### config.mk
export PLATFORM = sky130hd
export DESIGN_NAME = decode_unit
export DESIGN_NICKNAME = d
export VERILOG_FILES = /design/src/hdl/cpu_ctrl_pkg.sv /design/src/hdl/rv_isa_pkg.sv /design/src/hdl/decode_unit.sv
export VERILOG_INCLUDE_DIRS = /design/src /design/src/hdl
export SDC_FILE = /design/constraint.sdc
export NUM_CORES = 1
export LEC_CHECK = 0
export CORE_AREA = 3 3 43 45
export DETAILED_ROUTE_END_ITERATION = 12
export DIE_AREA = 0 0 46 48
export DONT_BUFFER_PORTS = 1
export PLACE_DENSITY = 0.78
export SYNTH_ARGS = -nofsm -noshare
export SYNTH_HDL_FRONTEND = slang
export SYNTH_SLANG_ARGS = --single-unit
### constraint.sdc
create_clock -name vclk -period 1.8
set_clock_uncertainty 0.2 [all_clocks]
set_input_delay 0.45 -clock vclk [all_inputs]
set_output_delay 0.45 -clock vclk [all_outputs]
set_load 0.02 [all_outputs]
### src/hdl/cpu_config.svh
`ifndef CPU_CONFIG_SVH
`define CPU_CONFIG_SVH

// first instruction fetched after reset
`define CORE_RESET_PC 32'h0000_0000

// word-address widths of the two memories
`define CORE_IMEM_AWIDTH 10
`define CORE_DMEM_AWIDTH 10

`define CORE_TOHOST_CSR 12'h51e  // csr driving the core output

`endif
### src/hdl/cpu_ctrl_pkg.sv
package cpu_ctrl_pkg;

    typedef enum logic [2:0] {
        ADD,
        SUB,
        AND,
        OR,
        XOR,
        SLT,     // signed
        PASS_B   // lui
    } alu_op_t;

    // write-back source
    typedef enum logic [1:0] {
        ALU,
        MEM,
        PC4      // jal link value
    } wb_sel_t;

    typedef enum logic [1:0] {
        NONE,
        BEQ,
        BNE,
        JAL
    } br_kind_t;

    typedef enum logic {
        REG,     // value read in decode
        WB       // value forwarded from write-back
    } fwd_sel_t;

endpackage

### src/hdl/rv_isa_pkg.sv
package rv_isa_pkg;

    typedef logic [31:0] word_t;      // data word and byte address
    typedef logic [4:0]  reg_addr_t;  // x0..x31
    typedef logic [2:0]  funct3_t;

    // major opcodes, inst[6:0]
    typedef enum logic [6:0] {
        OP     = 7'b0110011,
        OP_IMM = 7'b0010011,
        LUI    = 7'b0110111,
        LOAD   = 7'b0000011,
        STORE  = 7'b0100011,
        BRANCH = 7'b1100011,
        JAL    = 7'b1101111,
        SYSTEM = 7'b1110011
    } opcode_t;

endpackage

### src/hdl/decode_unit.sv
`timescale 1ns/1ps
`include "cpu_config.svh"

module decode_unit (
    input  rv_isa_pkg::word_t         inst_i,
    output rv_isa_pkg::reg_addr_t     ra1_o,
    output rv_isa_pkg::reg_addr_t     ra2_o,
    output rv_isa_pkg::reg_addr_t     rd_o,
    output rv_isa_pkg::word_t         imm_o,
    output cpu_ctrl_pkg::alu_op_t     alu_op_o,
    output logic                      b_sel_imm_o,
    output cpu_ctrl_pkg::br_kind_t    br_kind_o,
    output cpu_ctrl_pkg::wb_sel_t     wb_sel_o,
    output logic                      reg_we_o,
    output logic                      mem_we_o,
    output logic                      csr_we_o
);

    rv_isa_pkg::opcode_t opcode;
    rv_isa_pkg::funct3_t funct3;
    rv_isa_pkg::word_t   imm_i_type;
    rv_isa_pkg::word_t   imm_s_type;
    rv_isa_pkg::word_t   imm_b_type;
    rv_isa_pkg::word_t   imm_u_type;
    rv_isa_pkg::word_t   imm_j_type;

    assign opcode = rv_isa_pkg::opcode_t'(inst_i[6:0]);
    assign funct3 = inst_i[14:12];
    assign ra1_o  = inst_i[19:15];
    assign ra2_o  = inst_i[24:20];
    assign rd_o   = inst_i[11:7];

    assign imm_i_type = {{20{inst_i[31]}}, inst_i[31:20]};
    assign imm_s_type = {{20{inst_i[31]}}, inst_i[31:25], inst_i[11:7]};
    assign imm_b_type = {{19{inst_i[31]}}, inst_i[31], inst_i[7], inst_i[30:25],
                         inst_i[11:8], 1'b0};
    assign imm_u_type = {inst_i[31:12], 12'b0};
    assign imm_j_type = {{11{inst_i[31]}}, inst_i[31], inst_i[19:12], inst_i[20],
                         inst_i[30:21], 1'b0};

    always_comb begin
        // anything not matched below stays a no-op
        imm_o       = '0;
        alu_op_o    = cpu_ctrl_pkg::ADD;
        b_sel_imm_o = 1'b0;
        br_kind_o   = cpu_ctrl_pkg::NONE;
        wb_sel_o    = cpu_ctrl_pkg::ALU;
        reg_we_o    = 1'b0;
        mem_we_o    = 1'b0;
        csr_we_o    = 1'b0;
        case (opcode)
            rv_isa_pkg::OP: begin
                reg_we_o = 1'b1;
                case (funct3)
                    3'b000:  alu_op_o = inst_i[30] ? cpu_ctrl_pkg::SUB : cpu_ctrl_pkg::ADD;
                    3'b010:  alu_op_o = cpu_ctrl_pkg::SLT;
                    3'b100:  alu_op_o = cpu_ctrl_pkg::XOR;
                    3'b110:  alu_op_o = cpu_ctrl_pkg::OR;
                    3'b111:  alu_op_o = cpu_ctrl_pkg::AND;
                    default: reg_we_o = 1'b0;  // shifts, sltu
                endcase
            end
            rv_isa_pkg::OP_IMM: begin
                imm_o       = imm_i_type;
                b_sel_imm_o = 1'b1;
                reg_we_o    = (funct3 == 3'b000);  // addi only
            end
            rv_isa_pkg::LUI: begin
                imm_o       = imm_u_type;
                b_sel_imm_o = 1'b1;
                alu_op_o    = cpu_ctrl_pkg::PASS_B;
                reg_we_o    = 1'b1;
            end
            rv_isa_pkg::LOAD: begin
                imm_o       = imm_i_type;
                b_sel_imm_o = 1'b1;
                wb_sel_o    = cpu_ctrl_pkg::MEM;
                reg_we_o    = (funct3 == 3'b010);  // lw
            end
            rv_isa_pkg::STORE: begin
                imm_o       = imm_s_type;
                b_sel_imm_o = 1'b1;
                mem_we_o    = (funct3 == 3'b010);  // sw
            end
            rv_isa_pkg::BRANCH: begin
                imm_o = imm_b_type;
                if (funct3 == 3'b000)
                    br_kind_o = cpu_ctrl_pkg::BEQ;
                else if (funct3 == 3'b001)
                    br_kind_o = cpu_ctrl_pkg::BNE;
            end
            rv_isa_pkg::JAL: begin
                imm_o     = imm_j_type;
                br_kind_o = cpu_ctrl_pkg::JAL;
                wb_sel_o  = cpu_ctrl_pkg::PC4;
                reg_we_o  = 1'b1;
            end
            rv_isa_pkg::SYSTEM: begin
                // csrrw: rs1 + 0 reaches the csr register, old value not returned
                b_sel_imm_o = 1'b1;
                csr_we_o    = (funct3 == 3'b001) && (inst_i[31:20] == `CORE_TOHOST_CSR);
            end
            default: ;
        endcase
    end

endmodule

==> results of run 1 <==
-- cell families after synthesis --
group,count (synthesis)
AOI/OAI and AO/OA,47
and+or+nand+nor,41
buffers and inverters,39
xor gates and xnor gates,1
-- stage by stage --
step           hold WS, ns  setup slack, ns  utilization [%]  area, um^2  std cells
3_3_place_gp         0.700           -0.475             87.5        1320        151
2_1_floorplan        0.813           -0.306                -        1220        128
3_5_place_dp         0.700           -0.561             87.5        1320        151
-- synth_stat cells, drive strengths merged (2+ instances only) --
cell type / instances
nand2: 8
o41ai: 2
a21o: 10
a21boi: 5
nor2: 5
o221ai: 7
clkbuf: 4
a21oi: 5
nand4: 5
buf: 24
o2bb2ai: 4
a2bb2oi: 2
nor4: 2
o211ai: 5
nand3: 8
inv: 11
nor3: 2
==> impl_metrics.yaml, run 1 <==
die:
  rows: 14
  start_util_pct: 61.9
  die-width_um: 46
  ios: 90
  die_y_um: 48
synthesis:
  synth.top_cells.by_area: "buf_4 13%, a21o_1 6.4%, buf_6 6.0%, o221ai_1 5.6%, inv_1 4.4%"
  netlist.area_leader.share_pct: 12.9
  netlist.top_cell.by_area: "buf_4"
  synth_fa_ha_area_share_pct: 0
  synth_top_family_by_area: "compound AO/OA/AOI/OAI gates"
  ys_seq_area_share_pct: 0
  synth.net_count: 160
  synth_mux_area_share_pct: 0
  synth_warnings: 0
  avgSynthCellArea_um2: 7.28
  synth_compound_area_share_pct: 44.6
  synth_area_um2: 932
  netlist_instances: 128
  yosys.area_share.xor_xnor_pct: 0.940
  synthDistinctLibCells: 44
  synth-simple-area-share_pct: 27.9
clock_network:
  hold_buffers: 0
  cts_resized: 30
  cts_setup_buffers: 5
place:
  place.detailed.hpwl_mm: 2.72
  port_buffers: 0
  routabilityCongestion: 0.833
outcome:
  haltStage: "clock tree synthesis"
  status: "aborted with a tool error"
  tool.error: "[ERROR DPL-0038] Utilization greater than 100%, impossible to legalize"
==> inputs of run 2 (changes only) <==
- CORE_AREA: 3 3 43 45 -> 3 3 64 66
- DIE_AREA: 0 0 46 48 -> 0 0 67 69
- PLACE_DENSITY: 0.78 -> not set
- PLACE_DENSITY_LB_ADDON: not set -> 0.15
- clock period: 1.8 -> 2.3 ns (I/O delays scaled with it)
==> run 2 against run 1 <==
Against the previous run:
- the flow now finishes, with violations (negative setup slack)
- synthesized cell count stayed put
- synthesized area did not move
==> impl_metrics.yaml, run 2 <==
sta:
  setup-violations-final: 28
  hold_viol: 0
  finalWorstSetupSlack_ns: -0.0763
  layout_min_cycle_time_ns: 2.38
  slew_headroom_pct: 75.7
  slew_viol_final: 0
  fmax_mhz: 421
  rsz0062_at_grt: "yes"
  period_share_pct: 103
  worst_pin_slew_ns: 0.363
power:
  ir_worst_vdd_mv: 0.0286
  power.density_nw_per_um2: 82.5
  p_leak_nw: 0.677
  total_power_w: 0.000121
synthesis:
  yosys.cell_count.top_type: "buf_4"
  netlist.top_cell.by_area: "buf_4"
  netlist_instances: 128
  ys_seq_area_share_pct: 0
  synthDistinctLibCells: 44
  synth_warnings: 0
  synth.net_count: 160
  avgSynthCellArea_um2: 7.28
  synth_common_cells: "16 x buf_4, 11 x inv_1, 8 x a21o_1, 8 x nand3_1"
  synth_area_um2: 932
  synth.top_cells.by_area: "buf_4 13%, a21o_1 6.4%, buf_6 6.0%, o221ai_1 5.6%, inv_1 4.4%"
  netlist.area_leader.share_pct: 12.9
die:
  dieArea_um2: 4620
  die-width_um: 67
  core_region_area_um2: 3630
  ios: 90
  start_util_pct: 25.7
  rows: 22
  die_y_um: 69
global_route:
  grt.total_usage_pct: 13.5
  grt_pass1_wl_mm: 5.20
  gr-total-overflow: 0
  antenna_found_initial: 0
  grt_pass1_vias: 1016
  grt_max_degree: 22
finish:
  final_common_cell: "buf_4"
  antennaDiodeCount: 0
  fillers: 385
  final_util_pct: 40.4
  register_area_um2: 0
  drive_gt1_share_pct: 55.9
  final_cell_mix: "33 x buf_4, 11 x inv_1, 9 x buf_6, 7 x nand3_1"
  n_clock_buffer: 0
  nets: 179
  area_growth_pct: 57.3
  finalNonFillerCells: 193
  multiInputGateArea_um2: 951
  seq_cells: 0
setup_path:
  cp.required_ns: 1.52
  crit_arrival_ns: 1.60
  crit_buf_inv: 3
  path_cells: "and4bb_1 -> buf_6 -> a2bb2oi_4 -> clkbuf_16 -> o221ai_2 -> buf_4"
  crit_family: "buffers and inverters"
  worstSetupPathType: "in2out"
  end_kind: "output port"
  max_stage_delay_ns: 0.23
  critPathLaunchType: "primary input"
  critPathSlowestCell: "a2bb2oi_4"
  crit_fanout: 7
drt:
  wl_per_cell_um: 18.4
  drc: 0
  drt_pass1_iterations: 4
  vias: 1067
  avgViaCountPerCell: 5.53
  drtIter0Drc: 22
  ant_nets: 0
  wirelength_mm: 3.54
outcome:
  status: "complete, but fails checks"
  violations: "negative setup slack"
clock_network:
  hold_buffers: 0
place:
  place_inst: 188
  place.detailed.hpwl_mm: 2.66
  port_buffers: 0
  routabilityCongestion: 0.769
job:
  maxCapViolCount: 0
worst_hold_path:
  hp-class: "in2out"
-- run 2: cell counts after synthesis --
Identical to the previous run, type by type.
-- run 2: routing by layer --
layer	up-vias	GRT usage, %	routed length (um)
met2	35	25.7	1890
met4	0	0	0
met3	0	2.12	215
met5	-	0	0
met1	530	16.4	1430
li1	502	-	-
-- run 2: area by class of cell --
type                       count  area share (%)
timing repair buffer          45            28.2
tap                           48            4.10
inverter                      11            2.82
multi-input combinational     89            64.8
-- run 2: what timing repair did --
item,CTS,global route
setup buffers,0,3
endpoints found under the setup margin,36,37
gates resized for setup,19,16
gates cloned,0,2
pin swaps,4,6
-- run 2: stage by stage --
step                cell area, um^2  setup TNS (ns)  hold WS (ns)  worst slack (ns)
floorplan                      1010           -1.93          1.06            -0.163
global placement               1180           -1.34         0.950           -0.0907
detailed placement             1180           -1.55         0.950           -0.0941
CTS                            1300          -0.711         0.950           -0.0650
global route                   1470           -3.29         0.950            -0.139
finish                         1470           -1.15         0.950           -0.0763
-- run 2: worst paths after layout --
path,startpoint,endpoint,slack [ns],cells after the start
worst min-delay path,inst_i[20],ra2_o[0],0.95,0
worst max-delay path,inst_i[2],imm_o[20],-0.08,6
-- run 2: kinds of logic after synthesis --
kind of cell,count (synthesis),share of synthesized area (%)
AO/OA/AOI/OAI,47,44.6
XOR/XNOR,1,0.940
buffers and inverters,39,26.6
AND/OR/NAND/NOR,41,27.9
-- run 2: report_power, final --
group / switching [W] / internal (W)
clock: 0 / 0
sequential: 0 / 0
combinational: 0.0000685 / 0.0000525
total: 0.0000685 / 0.0000525
No activity file was read; power rests on OpenSTA's default activity.
