`config.mk`:
```
export PLATFORM = sky130hd
export DESIGN_NAME = regfile
export DESIGN_NICKNAME = d
export VERILOG_FILES = /design/src/hdl/cpu_config.svh /design/src/hdl/rv_isa_pkg.sv /design/src/hdl/regfile.sv
export SDC_FILE = /design/constraint.sdc
export NUM_CORES = 1
export LEC_CHECK = 0
export BUFFER_PORTS_ARGS = -buffer_cell sky130_fd_sc_hd__buf_2
export CAP_MARGIN = 20
export CORE_ASPECT_RATIO = 1.2
export CORE_UTILIZATION = 40
export CTS_CLUSTER_SIZE = 30
export DETAILED_ROUTE_END_ITERATION = 6
export PLACE_DENSITY = 0.64
export SLEW_MARGIN = 20
export SYNTH_ARGS = -nofsm -noshare
export SYNTH_HDL_FRONTEND = slang
export SYNTH_SLANG_ARGS = --single-unit
```
`constraint.sdc`:
```
create_clock -name clk -period 4.26 [get_ports clk]
set_input_delay 0.852 -clock clk [delete_from_list [all_inputs] [get_ports clk]]
set_output_delay 0.852 -clock clk [all_outputs]
set_load 0.01 [all_outputs]
```
`src/hdl/cpu_config.svh`:
```
`ifndef CPU_CONFIG_SVH
`define CPU_CONFIG_SVH

// first instruction fetched after reset
`define CORE_RESET_PC 32'h0000_0000

// word-address widths of the two memories
`define CORE_IMEM_AWIDTH 10
`define CORE_DMEM_AWIDTH 10

`define CORE_TOHOST_CSR 12'h51e  // csr driving the core output

`endif
```
`src/hdl/rv_isa_pkg.sv`:
```
package rv_isa_pkg;

    typedef logic [31:0] word_t;      // data word and byte address
    typedef logic [4:0]  reg_addr_t;  // x0..x31
    typedef logic [2:0]  funct3_t;

    // major opcodes, inst[6:0]
    typedef enum logic [6:0] {
        OP     = 7'b0110011,
        OP_IMM = 7'b0010011,
        LUI    = 7'b0110111,
        LOAD   = 7'b0000011,
        STORE  = 7'b0100011,
        BRANCH = 7'b1100011,
        JAL    = 7'b1101111,
        SYSTEM = 7'b1110011
    } opcode_t;

endpackage

```
`src/hdl/regfile.sv`:
```
`timescale 1ns/1ps

module regfile (
    input  logic                  clk,
    input  rv_isa_pkg::reg_addr_t ra1_i,
    input  rv_isa_pkg::reg_addr_t ra2_i,
    output rv_isa_pkg::word_t     rd1_o,
    output rv_isa_pkg::word_t     rd2_o,
    input  logic                  we_i,
    input  rv_isa_pkg::reg_addr_t wa_i,
    input  rv_isa_pkg::word_t     wd_i
);

    rv_isa_pkg::word_t regs [32];

    function automatic rv_isa_pkg::word_t read_port(input rv_isa_pkg::reg_addr_t ra);
        if (ra == '0)
            return '0;
        if (we_i && wa_i == ra)
            return wd_i;  // write-through, producer sits in write-back
        return regs[ra];
    endfunction

    always_comb begin
        rd1_o = read_port(ra1_i);
        rd2_o = read_port(ra2_i);
    end

    always_ff @(posedge clk) begin
        if (we_i)
            regs[wa_i] <= wd_i;  // x0 written but never read back
    end

endmodule

```
# Word-level counts from Yosys, hierarchy flattened
# Memories as Yosys holds them, arrays and structs flattened.
# Index checks and enable logic that the tools add are counted.
word_totals:
  register_bits: 0
  latchBits: 0
  ramBits: 1024
  mem_bits_ro: 0
  inputBits: 49
  output_inout_bits: 64
  elab_cells: 23
  n_memories: 1
mem_list:
  columns: ["memory", "depth", "width", "read_ports", "rd_ports_with_merged_regs", "write_ports", "line_no", "source"]
  rows:
  - ["regs", 32, 32, 2, 0, 1, "regfile.sv:14", "rv_isa_pkg::word_t regs [32];"]
classes:
  n_addsub: 0
  mul: 0
  div: 0
  order_cmp: 0
  eq_ne: 2
  shifts: 0
  n_mux: 16
  n_bitwise: 0
  n_reduce_logical: 4
op_table:
  columns: ["operator", "count"]
  rows:
  - ["$mux 32", 8]
  - ["$eq 5x5->1", 2]
  - ["$logic_not 5->1", 2]
  - ["$mux 1", 8]
  - ["$logic_and 1x1->1", 2]

# Depth between registers and ports, before layout
# Gate-level depths: netlist (run 1).
depth:
  depth_word: 6
  mapped_depth: 10
  depth_no_buf: 5

# Worst setup path before layout (run 1)
# OpenSTA, ideal clock, no wires.
synth_timing:
  path_type: "input-to-reg"
  startpoint: "in we_i"
  endpoint: "mem regs[12][0] (netlist bit), enable pin"
  setup_time_ps: 421
  t_arrival_ps: 3050
  required_ps: 3839
  slack_ps: 789
  path_stages: 4
  path_buffers: 2
  cell_sequence: "clkbuf_1 -> or3b_2 -> clkbuf_1 -> nor2_1"
synth_via:
  elab_chain_len: 2
synth_rtl:
  columns: ["item", "line_no", "source"]
  rows:
  - ["start: declaration", "regfile.sv:9", "input logic we_i,"]
  - ["$mux 1", "regfile.sv:30", "if (we_i)"]
  - ["$mux 1 (not written as such)", "regfile.sv:31", "regs[wa_i] <= wd_i;"]
  - ["end: declaration", "regfile.sv:14", null]
# No other way between the ends.

# Worst setup path in the final report (run 1)
layout_timing:
  startpoint: "in wa_i[0]"
  endpoint: "out rd1_o[13]"
layout_via:
  elab_chain_len: 6
  word_cells_on_any_way: 7
  cone_classes: "eq/ne: 1; mux: 5; reduce/logical: 1"
layout_rtl:
  columns: ["item", "line_no", "source"]
  rows:
  - ["start: declaration", "regfile.sv:10", "input rv_isa_pkg::reg_addr_t wa_i,"]
  - ["$eq 5x5->1 *", "regfile.sv:19", "if (we_i && wa_i == ra)"]
  - ["$logic_and 1x1->1 *", "regfile.sv:19", null]
  - ["$mux 1 (2 in a row)", "regfile.sv:19", null]
  - ["$mux 32 *", "regfile.sv:21", "return regs[ra];"]
  - ["$mux 32 *", "regfile.sv:19", null]
  - ["end: declaration", "regfile.sv:7", "output rv_isa_pkg::word_t rd1_o,"]
# Every way passes the cells marked *; elsewhere a longest branch is shown, timed or not. The select of a mux whose other input is x is not followed.

==> results.tsv, run 1 <==
stage	metric	value	unit
run_status	status	finished, final reports clean	
timing	Worst-Margin Slew	1.04	ns
logic_synthesis	Ys Warns	0	
worst_setup_path	Setup CP Type	in -> out	
routing	Via density	6.79	
routing	wire length per cell	36.5	um
pwr	Final Total Pwr	0.0233	W
clocking	Post-CTS Hold Buffers	0	
routing	drt first pass iters	5	
worst_setup_path	Worst setup SP type	input port	
job	max_cap viols	0	
timing	final hold violations	0	
finish	Finished Cell Area	55400	sq um
clocking	Clock Path Buffers	3	
logic_synthesis	post-synthesis average cell area	18.5	sq um
die	row count	138	
clocking	clock slew at reported path FFs	0.06	ns
logic_synthesis	Post-Synth Simple-Gate Area	2.21	%
grt	grt ovf	0	
logic_synthesis	fraction of registers with async set/reset	0	%
worst_setup_path	CP arrival	3.34	ns
pwr	Logic pwr share	9.5	%
timing	Slew Viols, Final	0	
timing	Slew headroom	30.7	%
worst_setup_path	Worst Path Required	3.41	ns
grt	first-pass GRT wire length	226	mm
finish	Final nets	2840	
logic_synthesis	XOR/XNOR Fraction of Synth Area	0.183	%
pwr	P_sw	0.00539	W
grt	initial antenna violation count	13	
grt	largest net degree at the start of global routing	71	
clocking	Post CTS Setup Buffer Count	0	
clocking	CTS tree	done	
pwr	clock network power share	42.2	%
logic_synthesis	Netlist cell types	57	
logic_synthesis	sequential fraction of the synthesis area	64.1	%
finish	Regs by FF count	regs: 1024 flops	
grt	number of global-route vias before repair	29900	
routing	drt initial violations	4371	
worst_setup_path	Worst setup EP type	output port	
placed_design	RD Place Congestion	0.893	
placed_design	Final HPWL DP	98.3	mm
die	width of the die	318	um
clocking	H-tree levels	3	
finish	Top reg by flops	regs	
timing	Min Clock Period, post-route	4.20	ns
pwr	leak pwr	18.1	nW
logic_synthesis	Net Count, Synth	2645	
logic_synthesis	ys flop type	edfxtp_1	
routing	Remaining DRCs	0	
placed_design	placed cell area	51700	sq um
routing	Post-Route WL	162	mm
finish	Largest register FFs	1024	
logic_synthesis	Compound-Gate Fraction of Synth Area	6.90	%
logic_synthesis	largest family of logic cells by synthesized area	multiplexers	
logic_synthesis	adder-cell area share of the yosys netlist	0	%
clocking	clk root buf	clkbuf_16	
routing	routed via count	30100	
pwr	PwrDens	421	nW/um^2
worst_hold_path	HP Class	in -> reg	
pwr	Reg power frac	48.3	%
pwr	P_int	0.0179	W
timing	Period Utilization, post-route	98.5	%
die	Die H	381	um
clocking	clk sink count	1024	
die	CORE AREA	118000	sq um
finish	synth-to-layout area growth	15.5	%
logic_synthesis	synthesized area	48000	sq um
routing	post-route ant nets	0	
pwr	Sw Share	23.1	%
finish	Fillers	9832	
finish	layout cells sized above 1	31.9	%
timing	setup violators final	0	
die	Die ar.	121000	sq um
logic_synthesis	FF+latch count, synth	1024	
pwr	maximum vdd ir drop	0.326	mV
die	total I/O pin count	113	
worst_setup_path	CP max FO	13	
grt	total global-route track usage	26.4	%
logic_synthesis	synthesized instance count	2596	
logic_synthesis	post-synthesis mux area share	24.1	%
placed_design	IO Port Bufs	112	
logic_synthesis	Post-synth EDFFs	1024	
clocking	cts bufs inserted	107	
worst_hold_path	WHS Path Cells	1	
timing	FMAX	0.238	GHz
die	initial core utilization	40.5	%
[synth_stat cells (9+ instances only)]
library cell | number | area share [%]
o221ai_1 | 36 | 0.66
nor2_1 | 43 | 0.34
buf_8 | 10 | 0.31
a221o_1 | 24 | 0.50
a211oi_1 | 62 | 0.97
buf_4 | 14 | 0.22
a22oi_1 | 75 | 1.2
nor3_1 | 16 | 0.17
buf_6 | 13 | 0.31
clkbuf_1 | 98 | 0.77
buf_2 | 75 | 0.78
o22ai_1 | 53 | 0.69
a221oi_1 | 39 | 0.71
a32o_1 | 32 | 0.67
nand2_1 | 84 | 0.66
buf_1 | 9 | 0.070
mux2i_1 | 278 | 5.8
edfxtp_1 | 1024 | 64
nor2b_1 | 24 | 0.31
a21oi_1 | 63 | 0.66
mux2_2 | 15 | 0.35
o21ai_0 | 26 | 0.27
mux4_2 | 382 | 18
[power by group through the flow]
stage | clock, W | sequential, W | combinational (W)
5_1_grt | 0.0103 | 0.0113 | 0.00230
3_5_place_dp | 0 | 0.0115 | 0.00219
2_1_floorplan | 0 | 0.0115 | 0.00124
3_3_place_gp | 0 | 0.0115 | 0.00215
4_1_cts | 0.00992 | 0.0113 | 0.00219
6_report | 0.00985 | 0.0113 | 0.00222
[critical path, cell delays in order]
cell and delay [ns]:
buf_2 0.15, xnor2_1 0.24, nand3_1 0.14, or3_1 0.43, nor2_2 0.80, a221o_1 0.50
buf_2 0.21
[cell type report]
cell class / instances / area [sq um] / share of cell area [%]
inverter: 4 / 15.0 / 0.0271
sequential: 1024 / 30700 / 55.5
tap: 1540 / 1930 / 3.48
multi-input combinational: 1349 / 16300 / 29.5
timing repair buffer: 305 / 2680 / 4.83
clock inverter: 73 / 877 / 1.58
clock buffer: 124 / 2810 / 5.06
antenna: 7 / 17.5 / 0.0316
[through the flow]
step / instances / hold slack, ns / utilization, % / setup TNS (ns) / setup slack, ns
6_report: 4426 / 0.593 / 46.8 / 0 / 0.0647
3_3_place_gp: 4222 / 1.28 / 43.6 / 0 / 0.0797
3_5_place_dp: 4222 / 1.30 / 43.6 / 0 / 0.0757
2_1_floorplan: 2596 / 0.951 / - / 0 / 0.789
5_1_grt: 4423 / 0.585 / 46.8 / -0.0103 / -0.0103
4_1_cts: 4419 / 0.552 / 46.8 / 0 / 0.0664
[placed cells by master, fill, tap and decap left out, types with 32 or more instances in the layout]
cell type  synthesis  routed
mux2i_1          278     278
buf_4             14     146
a21oi_1           63      63
buf_12             0      49
o22ai_1           53      53
clkbuf_16          0     110
nor2_4             0      34
a211oi_1          62      61
o221ai_1          36      36
buf_2             75     104
a221oi_1          39      39
mux4_2           382     382
nand2_1           84      84
edfxtp_1        1024    1024
a32o_1            32      32
a22oi_1           75      75
[worst paths after layout]
path,startpoint,end
worst max-delay path,wa_i[0],rd1_o[13]
worst min-delay path,wd_i[5],regs[6][5]
[metal layers]
layer | routed length [um] | up-vias | track usage [%]
met5 | 20 | - | 0
met4 | 7630 | 4 | 11.7
met3 | 19000 | 437 | 6.26
met2 | 75800 | 2323 | 41.7
met1 | 59100 | 15700 | 34.7
li1 | - | 11600 | -
[cell families (layout without fill, tap and decap cells)]
| group | Yosys count | in the layout |
|---|---|---|
| multiplexers | 675 | 675 |
| XOR/XNOR | 10 | 10 |
| AO/OA/AOI/OAI | 446 | 446 |
| buffers and inverters | 223 | 506 |
| AND/OR/NAND/NOR | 218 | 218 |
| flip-flops | 1024 | 1024 |
| other | 0 | 7 |
[what timing repair did]
| item | in CTS | in global routing |
|---|---|---|
| endpoints found under the hold margin | 0 | 0 |
| endpoints found under the setup margin | 0 | 1 |
| gates resized for setup | 0 | 1 |
No activity file was read; power rests on OpenSTA's default activity.
==> run 2: changes to the inputs <==
- GPL_ROUTABILITY_DRIVEN: default -> 0
- PLACE_DENSITY: 0.64 -> 0.65
- SLEW_MARGIN: 20 -> default
==> results.tsv, run 2 (synthesized netlist as in run 1, its figures left out) <==
stage	metric	value	unit	change
run_status	status	finished, final reports clean		unchanged
timing	Worst-Margin Slew	0.986	ns	was 1.04 ns
worst_setup_path	critical-path cell list	clkbuf_8 -> nor2_2 -> buf_4 -> a22oi_1 -> and3_1 -> a211oi_1 -> a21oi_1 -> buf_4 -> buf_2		was buf_2 -> xnor2_1 -> nand3_1 -> or3_1 -> nor2_2 -> a221o_1 -> buf_2
finish	Non-Filler Instances	4420		was 4426
worst_setup_path	CP max stage cell	nor2_2		unchanged
worst_setup_path	Worst Setup SP	ra1_i[1]		was wa_i[0]
die	row count	138		unchanged
clocking	clk root buf	clkbuf_16		unchanged
finish	Largest register FFs	1024		unchanged
timing	Slew Viols, Final	0		unchanged
pwr	PwrDens	420	nW/um^2	was 421 nW/um^2
die	total I/O pin count	113		unchanged
finish	Final nets	2834		was 2840
worst_hold_path	worst hold path startpoint	wd_i[13]		was wd_i[5]
grt	initial antenna violation count	14		was 13
grt	largest net degree at the start of global routing	69		was 71
finish	synth-to-layout area growth	15.7	%	was 15.5%
die	Die H	381	um	unchanged
placed_design	Placed Instances	4216		was 4222
timing	Period Utilization, post-route	98.8	%	was 98.5%
worst_setup_path	CP max FO	17		was 13
worst_setup_path	Worst setup EP type	output port		unchanged
placed_design	Final HPWL DP	97.4	mm	was 98.3 mm
grt	grt ovf	0		unchanged
routing	drt first pass iters	6		was 5
timing	final hold violations	0		unchanged
placed_design	IO Port Bufs	112		unchanged
routing	wire length per cell	37.3	um	was 36.5 um
die	width of the die	318	um	unchanged
clocking	cts bufs inserted	107		unchanged
grt	number of global-route vias before repair	30800		was 29900
grt	first-pass GRT wire length	230	mm	was 226 mm
worst_setup_path	Worst path max stage delay	0.74	ns	was 0.80 ns
pwr	Final Total Pwr	0.0233	W	about the same
worst_setup_path	Worst setup SP type	input port		unchanged
clocking	CTS tree	done		unchanged
grt	total global-route track usage	26.8	%	was 26.4%
die	Die ar.	121000	sq um	unchanged
routing	Via density	6.91		was 6.79
timing	setup_tns	0	ns	unchanged
finish	most common cell after layout, fill and taps aside	edfxtp_1		unchanged
clocking	Clock Path Buffers	3		unchanged
finish	most frequent cells in the layout	edfxtp_1, mux4_2, mux2i_1, buf_4, clkbuf_16		unchanged
routing	Remaining DRCs	0		unchanged
routing	routed via count	30600		was 30100
worst_hold_path	HP Class	in -> reg		unchanged
worst_setup_path	CP most frequent cell	buf_4		was buf_2
timing	Slew headroom	34.1	%	was 30.7%
clocking	Post CTS Setup Buffer Count	0		unchanged
timing	Min Clock Period, post-route	4.21	ns	was 4.20 ns
die	CORE AREA	118000	sq um	unchanged
timing	unrepaired setup endpoints after global routing	false		
worst_setup_path	CP arrival	3.36	ns	was 3.34 ns
routing	drt initial violations	4750		was 4371
worst_setup_path	Setup CP Type	in -> out		unchanged
job	max_cap viols	0		unchanged
finish	Top reg by flops	regs		unchanged
routing	post-route ant nets	0		unchanged
timing	FMAX	0.238	GHz	about the same
finish	Regs by FF count	regs: 1024 flops		unchanged
routing	Post-Route WL	165	mm	was 162 mm
timing	setup violators final	0		unchanged
pwr	maximum vdd ir drop	0.327	mV	was 0.326 mV
clocking	H-tree levels	3		unchanged
die	initial core utilization	40.5	%	unchanged
finish	layout cells sized above 1	31.5	%	was 31.9%
clocking	clk sink count	1024		unchanged
worst_setup_path	Worst Path Required	3.41	ns	about the same
clocking	clock slew at reported path FFs	0.06	ns	about the same
pwr	leak pwr	18.1	nW	about the same
-- run 2: cell count changes in the layout (fill, tap and decap cells not counted), moves of 2 or more --
cell,change
buf_4,-19
clkinv_1,+13
buf_12,+12
clkinv_2,-4
clkbuf_1,-3
clkinv_4,-3
diode_2,-2
-- run 2: worst paths after layout --
path                           to  slack [ns]  cells after the start
worst min-delay path  regs[0][13]        0.52                      1
worst max-delay path    rd1_o[16]        0.05                      9
-- run 2: layout make-up --
type / instances / area [sq um]
antenna: 5 / 12.5
clock buffer: 120 / 2770
clock inverter: 79 / 888
fill: 9817 / 63000
inverter: 4 / 15.0
multi-input combinational: 1349 / 16300
sequential: 1024 / 30700
tap: 1540 / 1930
timing repair buffer: 299 / 2790
-- run 2: routing by layer --
layer / vias up / share of wire [%] / track usage, %
li1: 11600 / - / -
met1: 16100 / 36 / 35.7
met2: 2430 / 46 / 41.3
met3: 446 / 13 / 7.01
met4: 8 / 4.8 / 12.2
met5: - / 0.033 / 0
-- run 2: repair_timing --
action                                 in CTS  in global routing
hold buffers                                0                  0
resized for setup                           1                  1
endpoints found under the hold margin       0                  0
setup endpoints to repair                   1                  1
-- run 2: worst max-delay path: cells and delay by family --
kind,cells,cell delay [ns]
buffers and inverters,4,0.99
AO/OA/AOI/OAI,3,0.56
AND/OR/NAND/NOR,2,0.92
-- run 2: report_power, final --
part / total (W) / leakage [nW] / switching [W] / internal (W)
clock network: 0.00980 / 1.78 / 0.00399 / 0.00581
logic: 0.00225 / 7.06 / 0.00136 / 0.000886
registers: 0.0113 / 9.22 / 0.0000551 / 0.0112
total: 0.0233 / 18.1 / 0.00541 / 0.0179
-- run 2: metrics by stage --
stage / utilization, % / cell area, sq um / setup WS (ns) / hold slack [ns]
after CTS: 46.8 / 55500 / 0.0863 / 0.497
after floorplan: - / 48000 / 0.789 / 0.951
after detailed placement: 43.7 / 51800 / -0.0669 / 1.22
after global routing: 46.8 / 55500 / 0.0738 / 0.509
final: 46.8 / 55500 / 0.0528 / 0.520
after global placement: 43.7 / 51800 / -0.0311 / 1.23
