`src/hdl/cpu_config.svh`:
```
`ifndef CPU_CONFIG_SVH
`define CPU_CONFIG_SVH

// first instruction fetched after reset
`define CORE_RESET_PC 32'h0000_0000

// word-address widths of the two memories
`define CORE_IMEM_AWIDTH 10
`define CORE_DMEM_AWIDTH 10

`define CORE_TOHOST_CSR 12'h51e  // csr driving the core output

`endif
```
`src/hdl/cpu_ctrl_pkg.sv`:
```
package cpu_ctrl_pkg;

    typedef enum logic [2:0] {
        ADD,
        SUB,
        AND,
        OR,
        XOR,
        SLT,     // signed
        PASS_B   // lui
    } alu_op_t;

    // write-back source
    typedef enum logic [1:0] {
        ALU,
        MEM,
        PC4      // jal link value
    } wb_sel_t;

    typedef enum logic [1:0] {
        NONE,
        BEQ,
        BNE,
        JAL
    } br_kind_t;

    typedef enum logic {
        REG,     // value read in decode
        WB       // value forwarded from write-back
    } fwd_sel_t;

endpackage

```
`src/hdl/rv_isa_pkg.sv`:
```
package rv_isa_pkg;

    typedef logic [31:0] word_t;      // data word and byte address
    typedef logic [4:0]  reg_addr_t;  // x0..x31
    typedef logic [2:0]  funct3_t;

    // major opcodes, inst[6:0]
    typedef enum logic [6:0] {
        OP     = 7'b0110011,
        OP_IMM = 7'b0010011,
        LUI    = 7'b0110111,
        LOAD   = 7'b0000011,
        STORE  = 7'b0100011,
        BRANCH = 7'b1100011,
        JAL    = 7'b1101111,
        SYSTEM = 7'b1110011
    } opcode_t;

endpackage

```
`src/hdl/execute_stage.sv`:
```
`timescale 1ns/1ps

module execute_stage (
    input  logic                      clk,
    input  logic                      rst_i,
    input  rv_isa_pkg::word_t         pc_i,
    input  rv_isa_pkg::word_t         rd1_i,
    input  rv_isa_pkg::word_t         rd2_i,
    input  rv_isa_pkg::word_t         imm_i,
    input  rv_isa_pkg::reg_addr_t     ra1_i,
    input  rv_isa_pkg::reg_addr_t     ra2_i,
    input  rv_isa_pkg::reg_addr_t     rd_i,
    input  cpu_ctrl_pkg::alu_op_t     alu_op_i,
    input  logic                      b_sel_imm_i,
    input  cpu_ctrl_pkg::br_kind_t    br_kind_i,
    input  cpu_ctrl_pkg::wb_sel_t     wb_sel_i,
    input  logic                      reg_we_i,
    input  logic                      mem_we_i,
    input  logic                      csr_we_i,
    input  logic                      wb_we_i,
    input  rv_isa_pkg::reg_addr_t     wb_addr_i,
    input  rv_isa_pkg::word_t         wb_data_i,
    output logic                      redirect_o,
    output rv_isa_pkg::word_t         target_o,
    output rv_isa_pkg::word_t         alu_res_o,
    output rv_isa_pkg::word_t         store_data_o,
    output rv_isa_pkg::word_t         pc4_o,
    output rv_isa_pkg::reg_addr_t     rd_o,
    output cpu_ctrl_pkg::wb_sel_t     wb_sel_o,
    output logic                      reg_we_o,
    output logic                      mem_we_o,
    output logic                      csr_we_o
);

    rv_isa_pkg::word_t      pc_q;
    rv_isa_pkg::word_t      rd1_q;
    rv_isa_pkg::word_t      rd2_q;
    rv_isa_pkg::word_t      imm_q;
    rv_isa_pkg::reg_addr_t  ra1_q;
    rv_isa_pkg::reg_addr_t  ra2_q;
    cpu_ctrl_pkg::alu_op_t  alu_op_q;
    logic                   b_sel_imm_q;
    cpu_ctrl_pkg::br_kind_t br_kind_q;

    cpu_ctrl_pkg::fwd_sel_t fwd_a;
    cpu_ctrl_pkg::fwd_sel_t fwd_b;
    rv_isa_pkg::word_t      op_a;   // rs1 after forwarding
    rv_isa_pkg::word_t      op_b;   // rs2 after forwarding
    rv_isa_pkg::word_t      alu_b;

    // id/ex payload
    always_ff @(posedge clk) begin
        pc_q        <= pc_i;
        rd1_q       <= rd1_i;
        rd2_q       <= rd2_i;
        imm_q       <= imm_i;
        ra1_q       <= ra1_i;
        ra2_q       <= ra2_i;
        rd_o        <= rd_i;
        alu_op_q    <= alu_op_i;
        b_sel_imm_q <= b_sel_imm_i;
        wb_sel_o    <= wb_sel_i;
    end

    // id/ex control, a taken branch squashes the instruction in decode
    always_ff @(posedge clk) begin
        if (rst_i || redirect_o) begin
            br_kind_q <= cpu_ctrl_pkg::NONE;
            reg_we_o  <= 1'b0;
            mem_we_o  <= 1'b0;
            csr_we_o  <= 1'b0;
        end else begin
            br_kind_q <= br_kind_i;
            reg_we_o  <= reg_we_i;
            mem_we_o  <= mem_we_i;
            csr_we_o  <= csr_we_i;
        end
    end

    always_comb begin
        fwd_a = cpu_ctrl_pkg::REG;
        fwd_b = cpu_ctrl_pkg::REG;
        if (wb_we_i && wb_addr_i != '0 && wb_addr_i == ra1_q)
            fwd_a = cpu_ctrl_pkg::WB;
        if (wb_we_i && wb_addr_i != '0 && wb_addr_i == ra2_q)
            fwd_b = cpu_ctrl_pkg::WB;
    end

    assign op_a  = (fwd_a == cpu_ctrl_pkg::WB) ? wb_data_i : rd1_q;
    assign op_b  = (fwd_b == cpu_ctrl_pkg::WB) ? wb_data_i : rd2_q;
    assign alu_b = b_sel_imm_q ? imm_q : op_b;

    always_comb begin
        case (alu_op_q)
            cpu_ctrl_pkg::SUB:    alu_res_o = op_a - alu_b;
            cpu_ctrl_pkg::AND:    alu_res_o = op_a & alu_b;
            cpu_ctrl_pkg::OR:     alu_res_o = op_a | alu_b;
            cpu_ctrl_pkg::XOR:    alu_res_o = op_a ^ alu_b;
            cpu_ctrl_pkg::SLT:    alu_res_o = {31'b0, $signed(op_a) < $signed(alu_b)};
            cpu_ctrl_pkg::PASS_B: alu_res_o = alu_b;
            default:              alu_res_o = op_a + alu_b;  // add, addresses, csrrw
        endcase
    end

    always_comb begin
        case (br_kind_q)
            cpu_ctrl_pkg::BEQ: redirect_o = (op_a == op_b);
            cpu_ctrl_pkg::BNE: redirect_o = (op_a != op_b);
            cpu_ctrl_pkg::JAL: redirect_o = 1'b1;
            default:           redirect_o = 1'b0;
        endcase
    end

    assign target_o     = pc_q + imm_q;
    assign pc4_o        = pc_q + 32'd4;
    assign store_data_o = op_b;

endmodule

```
`config.mk`:
```
export PLATFORM = sky130hd
export DESIGN_NAME = execute_stage
export DESIGN_NICKNAME = d
export VERILOG_FILES = /design/src/hdl/cpu_config.svh /design/src/hdl/cpu_ctrl_pkg.sv /design/src/hdl/rv_isa_pkg.sv /design/src/hdl/execute_stage.sv
export SDC_FILE = /design/constraint.sdc
export NUM_CORES = 1
export LEC_CHECK = 0
export BUFFER_PORTS_ARGS = -buffer_cell sky130_fd_sc_hd__buf_2
export CAP_MARGIN = 20
export CORE_MARGIN = 2
export CORE_UTILIZATION = 55
export DETAILED_ROUTE_END_ITERATION = 8
export PLACE_DENSITY = 0.89
export SKIP_LAST_GASP = 1
export SLEW_MARGIN = 20
export SYNTH_ARGS = -nofsm -noshare
export SYNTH_HDL_FRONTEND = slang
export SYNTH_SLANG_ARGS = --single-unit
```
`constraint.sdc`:
```
create_clock -name clk -period 13.6 [get_ports clk]
set_input_delay 0.68 -clock clk [delete_from_list [all_inputs] [get_ports clk]]
set_output_delay 0.68 -clock clk [all_outputs]
set_load 0.02 [all_outputs]
```
**Word-level counts from Yosys, hierarchy flattened**

Cells that the tools add are included.

- Flip-flop bits (word level): 154
- Bits of input ports: 194
- Output and inout port bits: 139

- Add/subtract/negate cells: 4
- Magnitude comparators: 1
- Equal/unequal tests: 13
- Multiplexer cells: 7
- Bitwise gates (word level): 3
- Reduce and logical (&&, ||, !) cells: 5

Operators by type and width:

| cell | number |
|---|---|
| 32-bit one-hot mux with 6 select lines | 1 |
| 32-bit 2-to-1 mux | 3 |
| 32-bit adder | 2 |
| 32-bit by 3-bit adder with 32-bit output (second input constant) | 1 |
| 32-bit AND | 1 |
| 32-bit equality test | 1 |
| 32-bit less-than comparator | 1 |
| 32-bit inequality test | 1 |
| 32-bit bitwise OR | 1 |
| 32-bit subtractor | 1 |
| 32-bit bitwise XOR | 1 |
| 5-bit equality test | 2 |
| 3-bit equality test (second input constant) | 3 |
| 3-bit by 2-bit equality test with 1-bit output (second input constant) | 2 |
| 5-bit nonzero test | 1 |
| 2-bit equality test (second input constant) | 2 |
| 3-bit by 1-bit equality test with 1-bit output (second input constant) | 1 |
| 1-bit logical AND | 3 |
| 1-bit one-hot mux with 3 select lines | 1 |
| 2-bit by 1-bit equality test with 1-bit output (second input constant) | 1 |
| 1-bit 2-to-1 mux | 2 |
| 1-bit logical OR | 1 |

**Depth between registers and ports, before layout**

Gate-level depths: netlist of run 1.

- Depth in word-level cells: 8
- Mapped depth: 21
- Mapped depth without buffers: 19

**Worst setup path after synthesis of run 1**

OpenSTA, ideal clock, no wires.

- Kind: input to output
- Start point: input port wb_addr_i[2]
- End point: output port alu_res_o[26]
- Data arrival time: 5.136 ns
- Data required time: 12.920 ns
- Setup slack: 7.784 ns
- Stages: 18
- Path buffers: 2
- Cell sequence: xor2_1 a211o_1 nor2_2 buf_4 mux2_2 mux2_2 ha_1 buf_2 nor2_1 a221o_1 a211o_1 a31oi_1 o311ai_2 a211oi_1 o21ba_2 o21ai_0 or2_0 a211oi_1

- Longest elaborated chain between the ends: 8

RTL lines:

| item | RTL line | text |
|---|---|---|
| from (decl) | execute_stage.sv:21 | `input rv_isa_pkg::reg_addr_t wb_addr_i,` |
| 5-bit nonzero test | execute_stage.sv:85 | `if (wb_we_i && wb_addr_i != '0 && wb_addr_i == ra2_q)` |
| 1-bit logical AND | execute_stage.sv:85 |  |
| 1-bit logical AND * | execute_stage.sv:85 |  |
| 1-bit 2-to-1 mux * | execute_stage.sv:85 |  |
| 32-bit 2-to-1 mux * | execute_stage.sv:90 | `assign op_b = (fwd_b == cpu_ctrl_pkg::WB) ? wb_data_i : rd2_q;` |
| named net store_data_o[8] | execute_stage.sv:26 | `output rv_isa_pkg::word_t store_data_o,` |
| 32-bit 2-to-1 mux * | execute_stage.sv:91 | `assign alu_b = b_sel_imm_q ? imm_q : op_b;` |
| 32-bit adder or 32-bit subtractor (tied branches) | execute_stage.sv:101, execute_stage.sv:95 |  |
| 32-bit one-hot mux with 6 select lines * | execute_stage.sv:94 | `case (alu_op_q)` |
| to (decl) | execute_stage.sv:25 | `output rv_isa_pkg::word_t alu_res_o,` |

Mark *: on every way through the listed nets, which the timed path passes. The rest lies on a longest branch.

**Worst setup path after layout of run 1**

- Start point: input port wb_addr_i[2]
- End point: output port alu_res_o[30]

- Longest elaborated chain between the ends: 8

RTL lines:

| item | RTL line | text |
|---|---|---|
| 5-bit nonzero test | execute_stage.sv:83, execute_stage.sv:85 |  |
| 1-bit logical AND | execute_stage.sv:83, execute_stage.sv:85 |  |
| 1-bit logical AND | execute_stage.sv:85 |  |
| 1-bit 2-to-1 mux | execute_stage.sv:85 |  |
| 32-bit 2-to-1 mux | execute_stage.sv:90 |  |
| 32-bit 2-to-1 mux | execute_stage.sv:91 |  |
| 32-bit adder (tied with other cells) | execute_stage.sv:101 | `default: alu_res_o = op_a + alu_b;` |
| 32-bit one-hot mux with 6 select lines * | execute_stage.sv:94 |  |

Mark *: on every way between the ends. The rest lies on a longest branch, timed or not.

==> results of run 1 <==
## power groups by stage
stage	combinational [uW]	clock, uW	sequential [uW]
6_report	621	492	496
3_3_place_gp	595	0	505
3_5_place_dp	601	0	505
5_1_grt	663	510	497
4_1_cts	607	490	495
2_1_floorplan	414	0	498
## registers in the layout, indices dropped and copies added, names as in the netlist
signal and count:
imm_q 32, wb_sel_o 2, ra1_q 5, reg_we_o 1, rd2_q 32, alu_op_q 3
pc_q 32, csr_we_o 1, br_kind_q 2, ra2_q 5, b_sel_imm_q 1, mem_we_o 1
rd_o 5, rd1_q 32
## placed cells by master, fill, tap and decap left out, drive strengths merged, types with 7 or more instances in the layout
cell type,Yosys,layout
a21oi,128,128
o31ai,9,9
nand4,17,17
a22oi,14,14
mux2i,51,51
o21ai,82,82
a21o,27,27
clkbuf,50,17
xor2,52,52
nand3,32,32
nor2,109,109
xnor2,74,74
nor3,34,34
o22ai,20,20
diode,0,7
o221ai,10,10
and3,9,9
buf,17,346
a31oi,10,10
nand2,87,87
ha,128,128
dfxtp,154,154
o211ai,13,13
o21bai,13,13
and2,10,10
a221oi,11,11
a211oi,29,29
a221o,12,12
nand2b,18,18
nor2b,11,11
inv,115,121
or3,10,10
clkinv,3,11
o21a,18,18
mux2,47,47
## critical path: cells and delay by family
family / cells / cell delay (ps)
xor gates and xnor gates: 1 / 160
muxes: 3 / 870
adders and majority gates: 2 / 440
buffers and inverters: 5 / 1030
AOI/OAI and AO/OA: 8 / 2800
and+or+nand+nor: 3 / 420
## logic make-up (layout without fill, tap and decap cells)
family                   count (synthesis)  after routing  synth area share [%]
AO/OA/AOI/OAI                          445            445                  23.8
multiplexers                            98             98                  8.61
AND/OR/NAND/NOR                        364            364                  14.2
buffers and inverters                  185            496                  5.99
flip-flops                             154            154                  25.0
adder cells (fa/ha/maj)                131            131                  13.5
other                                    0              7                     0
XOR/XNOR                               126            126                  8.95
## stage by stage
step	util [%]	instance area [sq um]	cells	power, uW	setup WS [ps]
floorplan	-	12300	1503	912	7780
global placement	64.8	14200	2062	1100	6840
detailed placement	64.8	14200	2062	1110	6640
CTS	67.6	14800	2094	1590	6660
global route	67.6	14800	2100	1670	6130
finish	67.7	14800	2101	1610	6480
## synthesized netlist by cell type (all sizes together), types with 27 or more instances
cell type  number
a211oi         29
inv           115
o21ai          82
clkbuf         50
dfxtp         154
nor3           34
nor2          109
xnor2          74
nand3          32
mux2           47
nand2          87
a21oi         128
a21o           27
mux2i          51
ha            128
xor2           52
## metal layers
layer,GRT usage (%),part of all wire (%),vias up
li1,-,-,5989
met3,7.78,9.9,165
met1,47.7,38,6174
met4,18.6,5.3,2
met2,64.3,46,842
met5,0,0.023,-
## area by class of cell
type / count / area [sq um] / share of cell area, %
diodes: 7 / 17.5 / 0.118
clock buffers: 17 / 425 / 2.87
clock inverters: 15 / 193 / 1.30
inverters: 118 / 443 / 2.99
multi-input cells: 1164 / 8530 / 57.6
flip-flops and latches: 154 / 3090 / 20.8
well taps: 280 / 350 / 2.37
repair buffers: 346 / 1770 / 11.9
## path summary, 6_finish.rpt
check                  end  cells after the start  slack, ps
min            alu_op_q[1]                      1        320
max reg2reg       mem_we_o                     11       9330
min reg2reg       reg_we_o                      2        690
max          alu_res_o[30]                     22       6480
==> metrics.md, run 1 <==
| Metric | Value |
|---|---|
| Slew margin rel. | `between 10% and 20%` |
| # setup viols final | `0` |
| Largest net degree at the start of global routing | `68` |
| Fraction of post-synthesis cell area in the top cell type by area | `approximately a quarter` |
| Max IR drop VDD | `roughly 0.000072 V` |
| Synthesis-to-finish area growth | `20.1%` |
| CP startpoint | `wb_addr_i[2]` |
| CP arrival | `between 6000 and 7000 ps` |
| Post_cts resized | `0` |
| Status | `completed` |
| Slowest cell on the critical path | `o41ai_1` |
| # fillers | `between 1.5k and 2k` |
| Maximum clock path buffer count | `2` |
| Vias in the first global route | `12.5k` |
| Critical Path Max Stage Delay | `around 760 ps` |
| I/O Buffers | `between 300 and 400` |
| Synth async-reset ratio | `0%` |
| Routability cong. | `between 1 and 1.5` |
| Vias | `between 10k and 15k` |
| WL/cell | `between 20 and 25 microns` |
| NetSw | `approximately 650 uW` |
| Clock Tree Root | `clkbuf_16` |
| Peak Freq | `140 MHz` |
| # hold bufs at CTS | `0` |
| Max Clock Skew | `between 20 and 30 ps` |
| Post-CTS setup buffer count | `0` |
| Syn Area/Cell | `a little over 8 sq um` |
| Number of synthesized flops with an enable pin | `0` |
| Clk_lat worst skew | `450 ps` |
| I/O pins | `333` |
| Top_reg_cell synth | `dfxtp_1` |
| Die Width | `~150 microns` |
| Core area | `between 20000 and 25000 sq um` |
| Slew at the pin closest to its max-slew limit | `1220 ps` |
| Endpoints failing hold | `0` |
| Max Cap Viol | `0` |
| Overall routed net length | `47.7 mm` |
| CP endpoint kind | `output port` |
| Starting density of the core | `around 56%` |
| Initial antenna violation count | `9` |
| Syn nets | `around 1.8k` |
| Worst hold slack | `around 320 ps` |
| Combinational power share | `38.6%` |
| Top post-synthesis cells by area | `dfxtp_1 (25%), ha_1 (13%), xnor2_1 (5.3%)` |
| Synth area leader | `dfxtp_1` |
| Vias/cell | `~6.3` |
| Final HPWL DP | `between 30 and 40 mm` |
| Synth Instances | `between 1.5k and 2k` |
| Final ANT Viol Nets | `0` |
| Req. time, crit path | `about 13000 ps` |
| Std-Cell Rows | `54` |
| H-tree depth | `4` |
| DR pass1 iterations | `6` |
| Launch point of the worst reg-to-reg path | `ra1_q[0]` |
| Sequential share of power | `a little under a third` |
| Worst-path cell chain | `buf_2, xor2_1, a211o_1, nor2_4, buf_4, mux2_2, mux2i_1, inv_1, ha_1, inv_1, fa_1, nor2b_1, nor3_1, o41ai_4, a31oi_1, o311ai_2, a211oi_1, o41ai_1, o21bai_1, mux2i_1, o211ai_1, buf_2` |
| Int Pwr | `957 uW` |
| Synthesized cell area | `around 12000 sq um` |
| CTS tree | `yes` |
| Fin crit share | `52.3%` |
| Share of cells above drive strength 1 | `approximately a quarter` |
| Crit Path Class | `in2out` |
| Unrepaired setup endpoints after global routing | `false` |
| DRT iter0 DRCs | `1390` |
| Sequential-to-total area share from yosys stat | `around a quarter` |
| Worst-path fanout max | `between 40 and 50` |
| Clock power frac | `30.6%` |
| Die Y | `154 microns` |
| CTS clk-pin slew, worst paths | `roughly 90 ps` |
| Die Area | `approximately 24000 sq um` |
| Startpoint types | `input pin` |
| Final Max Slew Viols | `0` |
| CTS buffer count | `17` |
| Synth unique cells | `between 70 and 80` |
| First-pass GRT wire length | `around 71 mm` |
| Min Clock Period, post-route | `a little over 7000 ps` |
| DRC errors left | `0` |
| Synth warn | `0` |
| GR Overflow Total | `0` |
| Total GRT Usage | `38.6%` |
| Count of state elements after synthesis | `about 150` |
| Fin nets | `2126` |
| Final setup TNS | `0 ps` |
| PD cells | `about 110 nW/um^2` |
| Leak | `roughly 0.0070 uW` |
| HP Class | `in2reg` |
| Hold Path Origin | `alu_op_i[1]` |
| Sw frac | `between 40 and 50%` |
| CTS sink count | `154` |
Note: power is estimated with default switching activity, not from simulation.
==> run 2: changes to the inputs <==
--- a/config.mk
+++ b/config.mk
@@ -8,9 +8,9 @@
 export BUFFER_PORTS_ARGS = -buffer_cell sky130_fd_sc_hd__buf_2
 export CAP_MARGIN = 20
 export CORE_MARGIN = 2
-export CORE_UTILIZATION = 55
+export CORE_UTILIZATION = 49
 export DETAILED_ROUTE_END_ITERATION = 8
-export PLACE_DENSITY = 0.89
+export PLACE_DENSITY = 0.84
 export SKIP_LAST_GASP = 1
 export SLEW_MARGIN = 20
 export SYNTH_ARGS = -nofsm -noshare
==> constraint.sdc (replaced) <==
create_clock -name clk -period 6.3 [get_ports clk]
set_input_delay 0.315 -clock clk [delete_from_list [all_inputs] [get_ports clk]]
set_output_delay 0.315 -clock clk [all_outputs]
set_load 0.02 [all_outputs]
==> metrics.md, run 2 (same netlist as run 1, synthesis figures left out) <==
| Metric | Value |
|---|---|
| CP endpoint kind | `output port` |
| Clock power frac | `30.6% (about the same)` |
| Die Y | `163 microns (+5.8%)` |
| Combinational power share | `39.8% (+1.2 points)` |
| Req. time, crit path | `5980 ps (-6940 ps)` |
| Flop-to-flop setup slack | `1820 ps (-7510 ps)` |
| Overall routed net length | `55.0 mm (+15%)` |
| Sw frac | `40.5% (-0.050 points)` |
| # fillers | `1942 (+7.8%)` |
| Min Clock Period, post-route | `between 6000 and 7000 ps` |
| DR pass1 iterations | `6 (unchanged)` |
| CP arrival | `5730 ps (-710 ps)` |
| Int Pwr | `2180 uW (+130%)` |
| # setup viols final | `0 (unchanged)` |
| Maximum clock path buffer count | `2 (unchanged)` |
| Worst-path fanout max | `10 (-76%)` |
| WHS Path Cells | `1 (unchanged)` |
| Starting density of the core | `49.4% (-6.9 points)` |
| Die Width | `163 microns (+5.8%)` |
| Slew margin rel. | `22.1% (+3.4 points)` |
| Die Area | `26500 sq um (+12%)` |
| Core area | `25000 sq um (+14%)` |
| Initial antenna violation count | `9 (unchanged)` |
| Fin crit share | `~96%` |
| Hold Path Sink | `ra2_q[0]` |
| First-pass GRT wire length | `81.1 mm (+14%)` |
| I/O Buffers | `332 (unchanged)` |
| Slew at the pin closest to its max-slew limit | `1170 ps (-46.9 ps)` |
| Std-Cell Rows | `58 (+7.4%)` |
| Final ANT Viol Nets | `0 (unchanged)` |
| CTS sink count | `154 (unchanged)` |
| GR Overflow Total | `0 (unchanged)` |
| WL/cell | `23.7 microns (+4.2%)` |
| Routability cong. | `1.01 (-2.0%)` |
| I/O pins | `333 (unchanged)` |
| Share of cells above drive strength 1 | `24.8% (-0.43 points)` |
| Synthesis-to-finish area growth | `34.2%` |
| Largest net degree at the start of global routing | `48 (-29%)` |
| Crit Path Class | `reg2out` |
| Vias | `14.2k (+8.0%)` |
| HP Class | `in2reg` |
| Hold Path Origin | `ra2_i[0]` |
| Max IR drop VDD | `0.000207 V (+190%)` |
| Most frequent cells in the layout | `buf_2 (332), dfxtp_1 (150), dlygate4sd3_1 (139), a21oi_1 (128), ha_1 (128)` |
| Final Max Slew Viols | `0 (unchanged)` |
| Final setup TNS | `0 ps (unchanged)` |
| DRT iter0 DRCs | `1478 (+6.3%)` |
| Clk_lat worst skew | `450 ps (about the same)` |
| Vias/cell | `6.12 (-2.4%)` |
| Vias in the first global route | `14.1k (+12%)` |
| CTS tree | `yes` |
| Unrepaired setup endpoints after global routing | `false` |
| Fin nets | `2299 (+8.1%)` |
| CTS buffer count | `17 (unchanged)` |
| Worst hold slack | `16.4 ps (-306 ps)` |
| DRC errors left | `0 (unchanged)` |
| Max Cap Viol | `0 (unchanged)` |
| Worst R2R End | `br_kind_q[0]` |
| Sequential share of power | `29.6% (-1.2 points)` |
| Launch point of the worst reg-to-reg path | `ra1_q[2]` |
| Reg2reg path depth | `12 (+1)` |
| Leak | `0.00772 uW (+11%)` |
| Final HPWL DP | `39.1 mm (+5.5%)` |
| Commonest non-fill, non-tap cell in the layout | `buf_2` |
| Max Clock Skew | `19.1 ps (-7.01 ps)` |
| CTS clk-pin slew, worst paths | `80 ps (about the same)` |
| H-tree depth | `4 (unchanged)` |
| Endpoints failing hold | `0 (unchanged)` |
| Total GRT Usage | `40.3% (+1.7 points)` |
| NetSw | `1480 uW (+130%)` |
| Peak Freq | `around 170 MHz` |
| Clock Tree Root | `clkbuf_16` |
| Startpoint types | `flop` |
| Status | `completed` |
| PD cells | `221 nW/um^2 (+100%)` |
run 2: layer usage:
metal | part of all wire [%] | wire length [microns] | track usage [%] | vias up
li1 | - | - | - | 6324
met1 | 36 | 19900 | 46.6 | 6618
met2 | 45 | 24900 | 64.8 | 1007
met3 | 10 | 5550 | 9.40 | 280
met4 | 8.7 | 4760 | 30.3 | 0
met5 | 0 | 0 | 0 | -
run 2: power by group through the flow:
| stage | sequential, uW | clock (uW) | combinational [uW] |
|---|---|---|---|
| after floorplan | 1080 | 0 | 893 |
| after global placement | 1100 | 0 | 1310 |
| after detailed placement | 1100 | 0 | 1320 |
| after CTS | 1080 | 1110 | 1400 |
| after global routing | 1080 | 1160 | 1550 |
| final | 1080 | 1120 | 1460 |
run 2: critical path: stages, from the launching register on:
cell       delay (ps)
dfxtp_1           350
xor2_1            160
a211oi_1          170
and3_2            510
buf_4             320
mux2i_1           410
inv_1             130
ha_1              490
nor2b_1           100
nor3_1            360
o41ai_4           140
a31oi_1           340
o311ai_2          140
a211oi_1          420
o21ba_2           290
o31ai_1            80
a21oi_1           240
a2bb2oi_1         390
buf_2             260
run 2: timing repair:
| item | CTS | global route |
|---|---|---|
| hold buffers | 137 | 2 |
| gates resized for setup | 0 | 1 |
| buffers inserted | 0 | 3 |
| endpoints found under the setup margin | 0 | 8 |
| hold endpoints to repair | 137 | 2 |
run 2: final cells by class:
cell class | count | area, sq um | share of cell area (%)
Timing Repair Buffer | 519 | 3430 | 20.7
Antenna cell | 9 | 22.5 | 0.136
Clock buffer | 17 | 425 | 2.57
Inverter | 118 | 443 | 2.68
Tap cell | 330 | 413 | 2.49
Multi-Input combinational cell | 1164 | 8530 | 51.5
Clock inverter | 15 | 203 | 1.22
Sequential cell | 154 | 3090 | 18.7
run 2: worst max-delay path by stage:
stage	endpoint	slack [ps]	startpoint
after floorplan	alu_res_o[26]	1210	wb_addr_i[2]
after global placement	alu_res_o[0]	630	wb_addr_i[2]
after detailed placement	alu_res_o[31]	510	wb_addr_i[2]
after CTS	alu_res_o[31]	170	ra2_q[2]
after global routing	alu_res_o[0]	50	ra1_q[3]
final	alu_res_o[0]	250	ra1_q[2]
run 2: metrics by stage:
step	power (uW)	util (%)	setup slack [ps]	area [sq um]	std cells
final	3660	66.3	254	16600	2326
after global routing	3800	66.3	48.5	16600	2326
after CTS	3580	66.0	174	16500	2312
after global placement	2410	58.0	628	14500	2143
after floorplan	1970	-	1210	12300	1503
after detailed placement	2420	58.0	515	14500	2143
